$ cat src/hdl/board_pin_pkg.sv
/*
 * Board pin definitions for the simulation harness.
 * Pin counts, pin indices, pin-vector types and the I2C bus numbering.
 */
package board_pin_pkg;

  // Output pins driven by the system.
  localparam int unsigned NumOutPins = 10;
  typedef logic [NumOutPins-1:0] out_pins_t;

  localparam int unsigned OUT_PIN_SER0_TX    = 0;
  localparam int unsigned OUT_PIN_SER1_TX    = 1;
  localparam int unsigned OUT_PIN_APPSPI_D0  = 2;
  localparam int unsigned OUT_PIN_APPSPI_CLK = 3;
  localparam int unsigned OUT_PIN_APPSPI_CS  = 4;
  localparam int unsigned OUT_PIN_LCD_COPI   = 5;
  localparam int unsigned OUT_PIN_LCD_CLK    = 6;
  localparam int unsigned OUT_PIN_LCD_CS     = 7;
  localparam int unsigned OUT_PIN_MB4        = 8;  // mikroBUS COPI.
  localparam int unsigned OUT_PIN_MB7        = 9;  // mikroBUS TX.

  // Input pins read by the system.
  localparam int unsigned NumInPins = 5;
  typedef logic [NumInPins-1:0] in_pins_t;

  localparam int unsigned IN_PIN_SER0_RX   = 0;
  localparam int unsigned IN_PIN_SER1_RX   = 1;
  localparam int unsigned IN_PIN_APPSPI_D1 = 2;
  localparam int unsigned IN_PIN_MB3       = 3;  // mikroBUS CIPO.
  localparam int unsigned IN_PIN_MB8       = 4;  // mikroBUS RX.

  // Bidirectional pins.
  localparam int unsigned NumInoutPins = 14;
  typedef logic [NumInoutPins-1:0] inout_pins_t;

  localparam int unsigned INOUT_PIN_SCL0       = 0;
  localparam int unsigned INOUT_PIN_SDA0       = 1;
  localparam int unsigned INOUT_PIN_SCL1       = 2;
  localparam int unsigned INOUT_PIN_SDA1       = 3;
  localparam int unsigned INOUT_PIN_RPH_G0     = 4;
  localparam int unsigned INOUT_PIN_RPH_G1     = 5;
  localparam int unsigned INOUT_PIN_RPH_G2_SDA = 6;
  localparam int unsigned INOUT_PIN_RPH_G3_SCL = 7;
  localparam int unsigned INOUT_PIN_MB5        = 8;
  localparam int unsigned INOUT_PIN_MB6        = 9;
  localparam int unsigned INOUT_PIN_AH_TMPIO0  = 10;
  localparam int unsigned INOUT_PIN_AH_TMPIO1  = 11;
  localparam int unsigned INOUT_PIN_AH_TMPIO8  = 12;
  localparam int unsigned INOUT_PIN_AH_TMPIO9  = 13;

  // Modelled I2C buses, one bit each in a line vector.
  localparam int unsigned NumI2cBuses = 3;
  typedef logic [NumI2cBuses-1:0] i2c_lines_t;

  localparam int unsigned I2C_BUS_RPI0   = 0;  // HAT ID EEPROM bus.
  localparam int unsigned I2C_BUS_RPI1   = 1;  // HAT secondary bus.
  localparam int unsigned I2C_BUS_QWIIC1 = 2;

endpackage

$ cat src/hdl/cheri_err_pkg.sv
/*
 * CHERI error cause definitions.
 * Cause count, bit index of each cause and the error-vector type.
 */
package cheri_err_pkg;

  // Number of distinct CHERI error causes.
  localparam int unsigned CheriErrWidth = 9;
  typedef logic [CheriErrWidth-1:0] cheri_err_t;

  // Capability checks.
  localparam int unsigned CHERI_ERR_BOUNDS = 0;
  localparam int unsigned CHERI_ERR_TAG    = 1;
  localparam int unsigned CHERI_ERR_SEAL   = 2;

  // Permission checks.
  localparam int unsigned CHERI_ERR_PERM_EX      = 3;
  localparam int unsigned CHERI_ERR_PERM_LD      = 4;
  localparam int unsigned CHERI_ERR_PERM_ST      = 5;
  localparam int unsigned CHERI_ERR_PERM_ST_CAP  = 6;
  localparam int unsigned CHERI_ERR_PERM_ST_LCAP = 7;
  // Access to system registers.
  localparam int unsigned CHERI_ERR_PERM_SYS     = 8;

endpackage

$ cat src/hdl/board_sim_top.sv
/*
 * Board simulation harness top level.
 * Connects the system pin vectors to the device ports through the I2C
 * fabric, the pin router and the CHERI error monitor.
 */
`timescale 1ns/1ps

module board_sim_top (
  input  logic                       clk_i,
  input  logic                       rst_ni,
  // System side.
  input  board_pin_pkg::out_pins_t   out_to_pins_i,
  input  board_pin_pkg::inout_pins_t inout_to_pins_i,
  input  board_pin_pkg::inout_pins_t inout_to_pins_en_i,
  input  cheri_err_pkg::cheri_err_t  cheri_err_i,
  output board_pin_pkg::in_pins_t    in_from_pins_o,
  output board_pin_pkg::inout_pins_t inout_from_pins_o,
  // Device side.
  input  board_pin_pkg::i2c_lines_t  i2c_scl_dev_i,
  input  board_pin_pkg::i2c_lines_t  i2c_sda_dev_i,
  output board_pin_pkg::i2c_lines_t  i2c_scl_drv_o,
  output board_pin_pkg::i2c_lines_t  i2c_sda_drv_o,
  input  logic                       uart_rx_i,
  input  logic                       flash_cipo_i,
  output logic                       uart_tx_o,
  output logic                       flash_sck_o,
  output logic                       flash_cs_o,
  output logic                       flash_copi_o,
  output logic                       lcd_sck_o,
  output logic                       lcd_cs_o,
  output logic                       lcd_copi_o,
  // Error tracking.
  output cheri_err_pkg::cheri_err_t  cheri_errored_o,
  output cheri_err_pkg::cheri_err_t  cheri_new_o
);
  import board_pin_pkg::*;

  // Resolved I2C levels with pull-ups on the unmodelled pins.
  inout_pins_t i2c_from_pins;

  i2c_bus_fabric u_i2c_bus_fabric (
    .inout_to_pins_i    (inout_to_pins_i),
    .inout_to_pins_en_i (inout_to_pins_en_i),
    .i2c_scl_dev_i      (i2c_scl_dev_i),
    .i2c_sda_dev_i      (i2c_sda_dev_i),
    .i2c_scl_drv_o      (i2c_scl_drv_o),
    .i2c_sda_drv_o      (i2c_sda_drv_o),
    .i2c_from_pins_o    (i2c_from_pins)
  );

  pin_route u_pin_route (
    .clk_i,
    .rst_ni,
    .out_to_pins_i,
    .inout_to_pins_i,
    .i2c_from_pins_i (i2c_from_pins),
    .uart_rx_i,
    .flash_cipo_i,
    .in_from_pins_o,
    .inout_from_pins_o,
    .uart_tx_o,
    .flash_sck_o,
    .flash_cs_o,
    .flash_copi_o,
    .lcd_sck_o,
    .lcd_cs_o,
    .lcd_copi_o
  );

  cheri_err_monitor u_cheri_err_monitor (
    .clk_i,
    .rst_ni,
    .cheri_err_i,
    .cheri_errored_o,
    .cheri_new_o
  );

endmodule

$ cat src/hdl/cheri_err_monitor.sv
/*
 * CHERI error monitor.
 * Latches each error cause on first occurrence and pulses the new ones.
 */
`timescale 1ns/1ps

module cheri_err_monitor (
  input  logic                     clk_i,
  input  logic                     rst_ni,
  input  cheri_err_pkg::cheri_err_t cheri_err_i,
  output cheri_err_pkg::cheri_err_t cheri_errored_o,
  output cheri_err_pkg::cheri_err_t cheri_new_o
);
  import cheri_err_pkg::*;

  // Sticky record of every cause seen so far.
  cheri_err_t errored_q;
  // Causes first seen at the last edge.
  cheri_err_t new_q;
  cheri_err_t first_seen;

  // The error lines drive board LEDs and are modulated.
  // Only a cause not yet recorded counts as new.
  assign first_seen = cheri_err_i & ~errored_q;

  always_ff @(posedge clk_i or negedge rst_ni) begin
    if (!rst_ni) begin
      errored_q <= '0;
      new_q     <= '0;
    end else begin
      errored_q <= errored_q | cheri_err_i;
      // The record masks the pulse after one cycle.
      new_q     <= first_seen;
    end
  end

  assign cheri_errored_o = errored_q;
  assign cheri_new_o     = new_q;

endmodule

$ cat src/hdl/i2c_bus_fabric.sv
/*
 * I2C bus fabric.
 * Resolves the three modelled open-drain buses as a wired-AND of the
 * controller drive and the device pull-down; all other pins read pulled up.
 */
`timescale 1ns/1ps

module i2c_bus_fabric (
  input  board_pin_pkg::inout_pins_t inout_to_pins_i,
  input  board_pin_pkg::inout_pins_t inout_to_pins_en_i,
  input  board_pin_pkg::i2c_lines_t  i2c_scl_dev_i,
  input  board_pin_pkg::i2c_lines_t  i2c_sda_dev_i,
  output board_pin_pkg::i2c_lines_t  i2c_scl_drv_o,
  output board_pin_pkg::i2c_lines_t  i2c_sda_drv_o,
  output board_pin_pkg::inout_pins_t i2c_from_pins_o
);
  import board_pin_pkg::*;

  // Controller pin value and enable, gathered per bus.
  i2c_lines_t scl_val;
  i2c_lines_t scl_en;
  i2c_lines_t sda_val;
  i2c_lines_t sda_en;

  // Resolved line level as seen on the wire.
  i2c_lines_t scl_bus;
  i2c_lines_t sda_bus;

  // HAT ID bus.
  assign scl_val[I2C_BUS_RPI0] = inout_to_pins_i[INOUT_PIN_RPH_G1];
  assign scl_en[I2C_BUS_RPI0]  = inout_to_pins_en_i[INOUT_PIN_RPH_G1];
  assign sda_val[I2C_BUS_RPI0] = inout_to_pins_i[INOUT_PIN_RPH_G0];
  assign sda_en[I2C_BUS_RPI0]  = inout_to_pins_en_i[INOUT_PIN_RPH_G0];

  // HAT secondary bus shared with GPIO2/3.
  assign scl_val[I2C_BUS_RPI1] = inout_to_pins_i[INOUT_PIN_RPH_G3_SCL];
  assign scl_en[I2C_BUS_RPI1]  = inout_to_pins_en_i[INOUT_PIN_RPH_G3_SCL];
  assign sda_val[I2C_BUS_RPI1] = inout_to_pins_i[INOUT_PIN_RPH_G2_SDA];
  assign sda_en[I2C_BUS_RPI1]  = inout_to_pins_en_i[INOUT_PIN_RPH_G2_SDA];

  // QWIIC1 connector.
  assign scl_val[I2C_BUS_QWIIC1] = inout_to_pins_i[INOUT_PIN_SCL1];
  assign scl_en[I2C_BUS_QWIIC1]  = inout_to_pins_en_i[INOUT_PIN_SCL1];
  assign sda_val[I2C_BUS_QWIIC1] = inout_to_pins_i[INOUT_PIN_SDA1];
  assign sda_en[I2C_BUS_QWIIC1]  = inout_to_pins_en_i[INOUT_PIN_SDA1];

  // A released line floats high through the pull-up.
  assign i2c_scl_drv_o = (scl_val & scl_en) | ~scl_en;
  assign i2c_sda_drv_o = (sda_val & sda_en) | ~sda_en;

  // Wired-AND with the device.
  // The controller must see its own traffic too, or it reports contention.
  assign scl_bus = i2c_scl_drv_o & i2c_scl_dev_i;
  assign sda_bus = i2c_sda_drv_o & i2c_sda_dev_i;

  always_comb begin
    // No model on QWIIC0, mikroBUS or the other pins; PCB pull-ups only.
    i2c_from_pins_o = '1;
    i2c_from_pins_o[INOUT_PIN_RPH_G1]     = scl_bus[I2C_BUS_RPI0];
    i2c_from_pins_o[INOUT_PIN_RPH_G0]     = sda_bus[I2C_BUS_RPI0];
    i2c_from_pins_o[INOUT_PIN_RPH_G3_SCL] = scl_bus[I2C_BUS_RPI1];
    i2c_from_pins_o[INOUT_PIN_RPH_G2_SDA] = sda_bus[I2C_BUS_RPI1];
    i2c_from_pins_o[INOUT_PIN_SCL1]       = scl_bus[I2C_BUS_QWIIC1];
    i2c_from_pins_o[INOUT_PIN_SDA1]       = sda_bus[I2C_BUS_QWIIC1];
  end

endmodule

$ cat src/hdl/pin_route.sv
/*
 * Pin router.
 * Maps the pin vectors to the UART, flash and LCD ports, ties the fixed
 * inputs and retimes the four loopback pins through one register stage.
 */
`timescale 1ns/1ps

module pin_route (
  input  logic                       clk_i,
  input  logic                       rst_ni,
  input  board_pin_pkg::out_pins_t   out_to_pins_i,
  input  board_pin_pkg::inout_pins_t inout_to_pins_i,
  input  board_pin_pkg::inout_pins_t i2c_from_pins_i,
  input  logic                       uart_rx_i,
  input  logic                       flash_cipo_i,
  output board_pin_pkg::in_pins_t    in_from_pins_o,
  output board_pin_pkg::inout_pins_t inout_from_pins_o,
  output logic                       uart_tx_o,
  output logic                       flash_sck_o,
  output logic                       flash_cs_o,
  output logic                       flash_copi_o,
  output logic                       lcd_sck_o,
  output logic                       lcd_cs_o,
  output logic                       lcd_copi_o
);
  import board_pin_pkg::*;

  // Bit 0 MB4, bit 1 MB7, bit 2 TMPIO1, bit 3 TMPIO8.
  logic [3:0] loopback_q;

  // Peripheral outputs straight from the pins.
  assign uart_tx_o    = out_to_pins_i[OUT_PIN_SER0_TX];
  assign flash_sck_o  = out_to_pins_i[OUT_PIN_APPSPI_CLK];
  assign flash_cs_o   = out_to_pins_i[OUT_PIN_APPSPI_CS];
  assign flash_copi_o = out_to_pins_i[OUT_PIN_APPSPI_D0];
  assign lcd_sck_o    = out_to_pins_i[OUT_PIN_LCD_CLK];
  assign lcd_cs_o     = out_to_pins_i[OUT_PIN_LCD_CS];
  assign lcd_copi_o   = out_to_pins_i[OUT_PIN_LCD_COPI];

  // One register stage breaks the net-level loop from outputs back to inputs.
  always_ff @(posedge clk_i or negedge rst_ni) begin
    if (!rst_ni) begin
      loopback_q <= '0;
    end else begin
      loopback_q <= {inout_to_pins_i[INOUT_PIN_AH_TMPIO8],
                     inout_to_pins_i[INOUT_PIN_AH_TMPIO1],
                     out_to_pins_i[OUT_PIN_MB7],
                     out_to_pins_i[OUT_PIN_MB4]};
    end
  end

  always_comb begin
    in_from_pins_o = '0;
    in_from_pins_o[IN_PIN_SER0_RX]   = uart_rx_i;
    // Auxiliary UART idles high with nothing attached.
    in_from_pins_o[IN_PIN_SER1_RX]   = 1'b1;
    in_from_pins_o[IN_PIN_APPSPI_D1] = flash_cipo_i;
    in_from_pins_o[IN_PIN_MB3]       = loopback_q[0];  // SPI loopback.
    in_from_pins_o[IN_PIN_MB8]       = loopback_q[1];  // UART loopback.
  end

  always_comb begin
    // I2C resolution and pull-ups with the Arduino loopback laid over.
    inout_from_pins_o = i2c_from_pins_i;
    inout_from_pins_o[INOUT_PIN_AH_TMPIO0] = loopback_q[2];
    inout_from_pins_o[INOUT_PIN_AH_TMPIO9] = loopback_q[3];
  end

endmodule

$ cat config.mk
export PLATFORM = sky130hd
export DESIGN_NAME = board_sim_top
export DESIGN_NICKNAME = d
export VERILOG_FILES = /design/src/hdl/board_pin_pkg.sv /design/src/hdl/cheri_err_pkg.sv /design/src/hdl/board_sim_top.sv /design/src/hdl/cheri_err_monitor.sv /design/src/hdl/i2c_bus_fabric.sv /design/src/hdl/pin_route.sv
export SDC_FILE = /design/constraint.sdc
export NUM_CORES = 1
export LEC_CHECK = 0
export BUFFER_PORTS_ARGS = -buffer_cell sky130_fd_sc_hd__buf_4
export CORE_MARGIN = 2
export CORE_UTILIZATION = 29
export CTS_CLUSTER_DIAMETER = 150
export DETAILED_ROUTE_END_ITERATION = 7
export PLACE_DENSITY = 0.68
export SETUP_SLACK_MARGIN = 0.5
export SYNTH_ARGS = -nofsm -noshare
export SYNTH_HDL_FRONTEND = slang
export SYNTH_HIERARCHICAL = 1
export SYNTH_SLANG_ARGS = --single-unit
$ cat constraint.sdc
create_clock -name clk_i -period 0.9 [get_ports clk_i]
set_input_delay 0 -clock clk_i [delete_from_list [all_inputs] [get_ports clk_i]]
set_output_delay 0 -clock clk_i [all_outputs]
set_load 0.02 [all_outputs]
==> results of run 1 <==
power groups by stage:
stage | clock (mW) | sequential (mW) | combinational [mW]
global route | 0.503 | 1.00 | 0.391
CTS | 0.452 | 1.00 | 0.369
floorplan | 0 | 1.03 | 0.266
global placement | 0 | 1.02 | 0.331
finish | 0.427 | 1.00 | 0.368
detailed placement | 0 | 1.02 | 0.336
cell usage in the layout (no fill, tap or decap):
cell type / count
dfrtp_2: 9
conb_1: 7
clkbuf_4: 3
buf_6: 41
nor2b_1: 7
or2_1: 9
nand2b_4: 6
clkbuf_1: 1
dlygate4sd3_1: 1
and2_4: 6
dfrtp_1: 13
nor2b_4: 2
buf_4: 32
flip-flops by register name, summed over array words and instances (netlist names):
| name | count |
|---|---|
| u_cheri_err_monitor/cheri_errored_o | 9 |
| u_cheri_err_monitor/cheri_new_o | 9 |
| u_pin_route/loopback_q | 4 |
metal layers:
| metal | GRT usage, % | part of all wire [%] | routed length (microns) |
|---|---|---|---|
| met5 | 0 | 0 | 0 |
| met4 | 4.076 | 0.27 | 5 |
| met3 | 2.679 | 9.7 | 180 |
| met2 | 19.02 | 61 | 1128 |
| met1 | 8.681 | 29 | 532 |
timing repair:
| item | in CTS | in global routing |
|---|---|---|
| pin swaps | 7 | 6 |
| endpoints found under the setup margin | 46 | 46 |
| resized for setup | 40 | 5 |
| cloned | 0 | 0 |
| setup buffers | 6 | 1 |
| endpoints found under the hold margin | 44 | 22 |
worst max path at each step:
stage	from	to	slack (ns)	depth (start not counted)
after floorplan	u_cheri_err_monitor/cheri_errored_o[0]	u_cheri_err_monitor/cheri_errored_o[0]	0.14	1
final	u_cheri_err_monitor/cheri_errored_o[1]	u_cheri_err_monitor/cheri_errored_o[1]	0.03	2
after CTS	u_cheri_err_monitor/cheri_errored_o[4]	cheri_errored_o[4]	0.01	1
after detailed placement	u_cheri_err_monitor/cheri_errored_o[6]	u_cheri_err_monitor/cheri_errored_o[6]	0.18	1
after global routing	u_cheri_err_monitor/cheri_errored_o[4]	cheri_errored_o[4]	-0.02	1
after global placement	u_cheri_err_monitor/cheri_errored_o[4]	u_cheri_err_monitor/cheri_errored_o[4]	0.19	1
per-stage QoR:
stage | hold WS (ns) | util (%) | instances
floorplan | -0.2956 | - | 87
global placement | -0.1090 | 41.29 | 171
detailed placement | -0.1028 | 41.29 | 171
CTS | -0.2029 | 48.18 | 182
global route | -0.2153 | 48.96 | 183
finish | -0.1883 | 48.96 | 183
final cells by class:
type | count | area (sq um) | share of cell area (%)
repair buffers | 74 | 711.9 | 43.24
clock buffers | 4 | 26.28 | 1.596
flip-flops and latches | 22 | 561.8 | 34.12
multi-input cells | 37 | 289.0 | 17.55
well taps | 46 | 57.56 | 3.495
==> run metrics, run 1 <==
Combinational Power Share=20.5%; dpl ws=0.1751 ns; CP arrival=1.06 ns; PnR Total Power=1.796 mW; delay-heaviest family, CP=flip-flops; outcome=finished with violations; Critical Path Sink Type=register; hold slack=-0.1883 ns; R2R Path Start=u_cheri_err_monitor/cheri_errored_o[1]; Post-CTS Hold Buffers=1; WL/cell=10.09 microns; Final Hold Fails=22; Worst Path Required=1.09 ns; vias per cell=3.721; Die Area=3993 sq um; WHS Path Cells=1; R2R Path End=u_cheri_err_monitor/cheri_errored_o[1]; global-route wire length before repair=3.015 mm; nets@finish=195; Syn Inst Count=82; Setup CP Type=register to register; worst reg-to-reg setup slack=0.03 ns; Worst-Skew Late Latency=0.29 ns; Final Skew=0.007617 ns; First-pass DRT Iterations=4; vias in the first global route=711; largest net degree at the start of global routing=23; dpl cell area=1389 sq um; Lkg Pwr=0.7952 nW; core box area=3363 sq um; Setup crit start kind=register; Initial Util=30.21%; CTS HTree Levels=1; Initial DRC Count=17; unrepaired setup endpoints after global routing=yes; clock tree sinks=22; Setup Viol. Count Final=0; drt total wl=1.847 mm; VDD IR max=0.4790 mV; sw frac=22.91%; PD cells=1091 nW/um^2; CP max FO=2; Max Fclk=1.147 GHz; gpl congestion=0.6016; Congestion Overflow GR=0; Rows=21; CP max-delay cell=dfrtp_2; failing checks=negative hold slack; Chip Height=63.19 microns; P_int=1.384 mW; Max-Cap Viols=0; CTS Buf Count=3; setup slack after layout=0.02825 ns; HP Start=inout_to_pins_i[11]; worst min path class=input port to register; setup TNS=0 ns; Avg Synthesized Cell Area=12.39 sq um; final period utilization=96.86%; CP cell instances=buf_6 > or2_1; Hold Path End=u_pin_route/loopback_q[2]; fillers=308; # DRC=0; R2R cell count=2; GRT Util Overall=9.473%; Worst-path clk slew=0.11 ns; post-DP HPWL=1.372 mm; power share of the clock group=23.8%; fin area=1647 sq um; fin crit period=0.8718 ns; clk buf depth=2; Net Sw Power=411.4 uW; critical path's largest stage delay=0.44 ns; final antenna-violating net count=0; io pins=107; PortBufs=66; CTS tree=built; Root Driver=clkbuf_4; CP Buf/Inv Count=1; Chip Width=63.19 microns; sequential power share=55.7%; layout cell share with drive strength beyond 1=72.26%; Mapped Area=1016 sq um; diode count=0; area grow syn2layout=62.07%; Synthesis Warnings=6; vias=681; initial antenna violation count=0; fin. max-slew vios=0
Power figures use the tool's default switching activity.
==> inputs of run 2 (changes only) <==
- PLACE_DENSITY: 0.68 -> 0.76
==> run metrics, run 2 (synthesis gave the netlist of run 1 again) <==
Setup Viol. Count Final=0; layout cell share with drive strength beyond 1=72.59%; fin. max-slew vios=0; fillers=323; nets@finish=193; fin crit period=0.8724 ns; Rows=21; CP max FO=2; core box area=3363 sq um; Max Fclk=1.146 GHz; global-route wire length before repair=3.243 mm; Die Area=3993 sq um; unrepaired setup endpoints after global routing=yes; Max-Cap Viols=0; final antenna-violating net count=0; post-DP HPWL=1.497 mm; sw frac=22.91%; # DRC=0; GRT Util Overall=10.77%; largest net degree at the start of global routing=23; failing checks=negative hold slack; Final Skew=0.001833 ns; WL/cell=11.46 microns; outcome=finished with violations; clk buf depth=2; Post-CTS Hold Buffers=1; Combinational Power Share=19.6%; most frequent cells in the layout=buf_6, buf_4, dfrtp_1; Root Driver=clkbuf_4; P_int=1.458 mW; Congestion Overflow GR=0; setup TNS=0 ns; most common cell after layout, fill and taps aside=buf_6; area grow syn2layout=60.34%; sequential power share=52.9%; delay-heaviest family, CP=flip-flops; gpl congestion=0.6317; Setup CP Type=register to output pin; fin area=1629 sq um; Chip Height=63.19 microns; final period utilization=96.94%; VDD IR max=0.3564 mV; CTS tree=built; CP cell instances=buf_6; Critical Path Sink Type=output pin; worst min path class=input port to register; CP Buf/Inv Count=1; initial antenna violation count=0; vias in the first global route=764; io pins=107; Initial Util=30.21%; CP arrival=0.87 ns; Worst Path Required=0.90 ns; diode count=0; Worst-Skew Late Latency=0.29 ns; First-pass DRT Iterations=4; CTS HTree Levels=1; vias per cell=3.801; vias=688; drt total wl=2.075 mm; critical path's largest stage delay=0.44 ns; hold slack=-0.1991 ns; clock tree sinks=22; dpl cell area=1389 sq um; Initial DRC Count=3; Lkg Pwr=0.7859 nW; Final Hold Fails=22; CTS Buf Count=3; CP max-delay cell=dfrtp_2; PD cells=1161 nW/um^2; Worst-path clk slew=0.11 ns; power share of the clock group=27.5%; Setup crit start kind=register; Chip Width=63.19 microns; PortBufs=66; Net Sw Power=433.2 uW
==> run 2: final cells by class <==
class,instances,area [sq um],area share [%]
sequential,22,561.8,34.49
clock buffer,4,36.28,2.227
multi-input combinational,37,284.0,17.43
tap,46,57.56,3.533
timing repair buffer,72,689.4,42.32
==> run 2: per-layer routing <==
layer | track usage (%) | routed length [microns] | up-vias
li1 | - | - | 315
met1 | 9.371 | 594 | 324
met3 | 2.500 | 174 | 4
met2 | 20.74 | 1280 | 45
met5 | 0 | 0 | -
met4 | 8.424 | 25 | 0
==> run 2: final timing paths <==
path	start	end	slack, ns	cells after the start
setup / recovery	u_cheri_err_monitor/cheri_errored_o[0]	cheri_errored_o[0]	0.03	1
hold / removal	out_to_pins_i[9]	u_pin_route/loopback_q[1]	-0.20	1
setup reg to reg	u_cheri_err_monitor/cheri_errored_o[0]	u_cheri_err_monitor/cheri_errored_o[0]	0.03	2
hold reg to reg	u_cheri_err_monitor/cheri_errored_o[4]	u_cheri_err_monitor/cheri_new_o[4]	0.47	1
max in group asynchronous	rst_ni	u_cheri_err_monitor/cheri_errored_o[5]	0.55	2
min in group asynchronous	rst_ni	u_cheri_err_monitor/cheri_new_o[3]	0.11	2
==> run 2: per-stage QoR <==
step	instances	power [mW]	utilization (%)	setup WS (ns)
finish	181	1.891	48.44	0.02756
global route	181	1.999	48.44	-0.02599
CTS	181	1.926	47.81	0.007102
global placement	171	1.351	41.29	0.1830
detailed placement	171	1.356	41.29	0.1440
floorplan	87	1.297	-	0.1353
==> run 2: power groups by stage <==
stage / logic, mW / clock network [mW] / registers (mW)
6_report: 0.370 / 0.520 / 1.00
5_1_grt: 0.394 / 0.603 / 1.00
4_1_cts: 0.370 / 0.555 / 1.00
3_5_place_dp: 0.338 / 0 / 1.02
3_3_place_gp: 0.332 / 0 / 1.02
2_1_floorplan: 0.266 / 0 / 1.03
==> run 2: repair_timing <==
item | CTS | global route
resized for setup | 36 | 6
pin swaps | 7 | 6
setup endpoints to repair | 46 | 46
buffers inserted | 5 | 0
hold endpoints to repair | 44 | 22
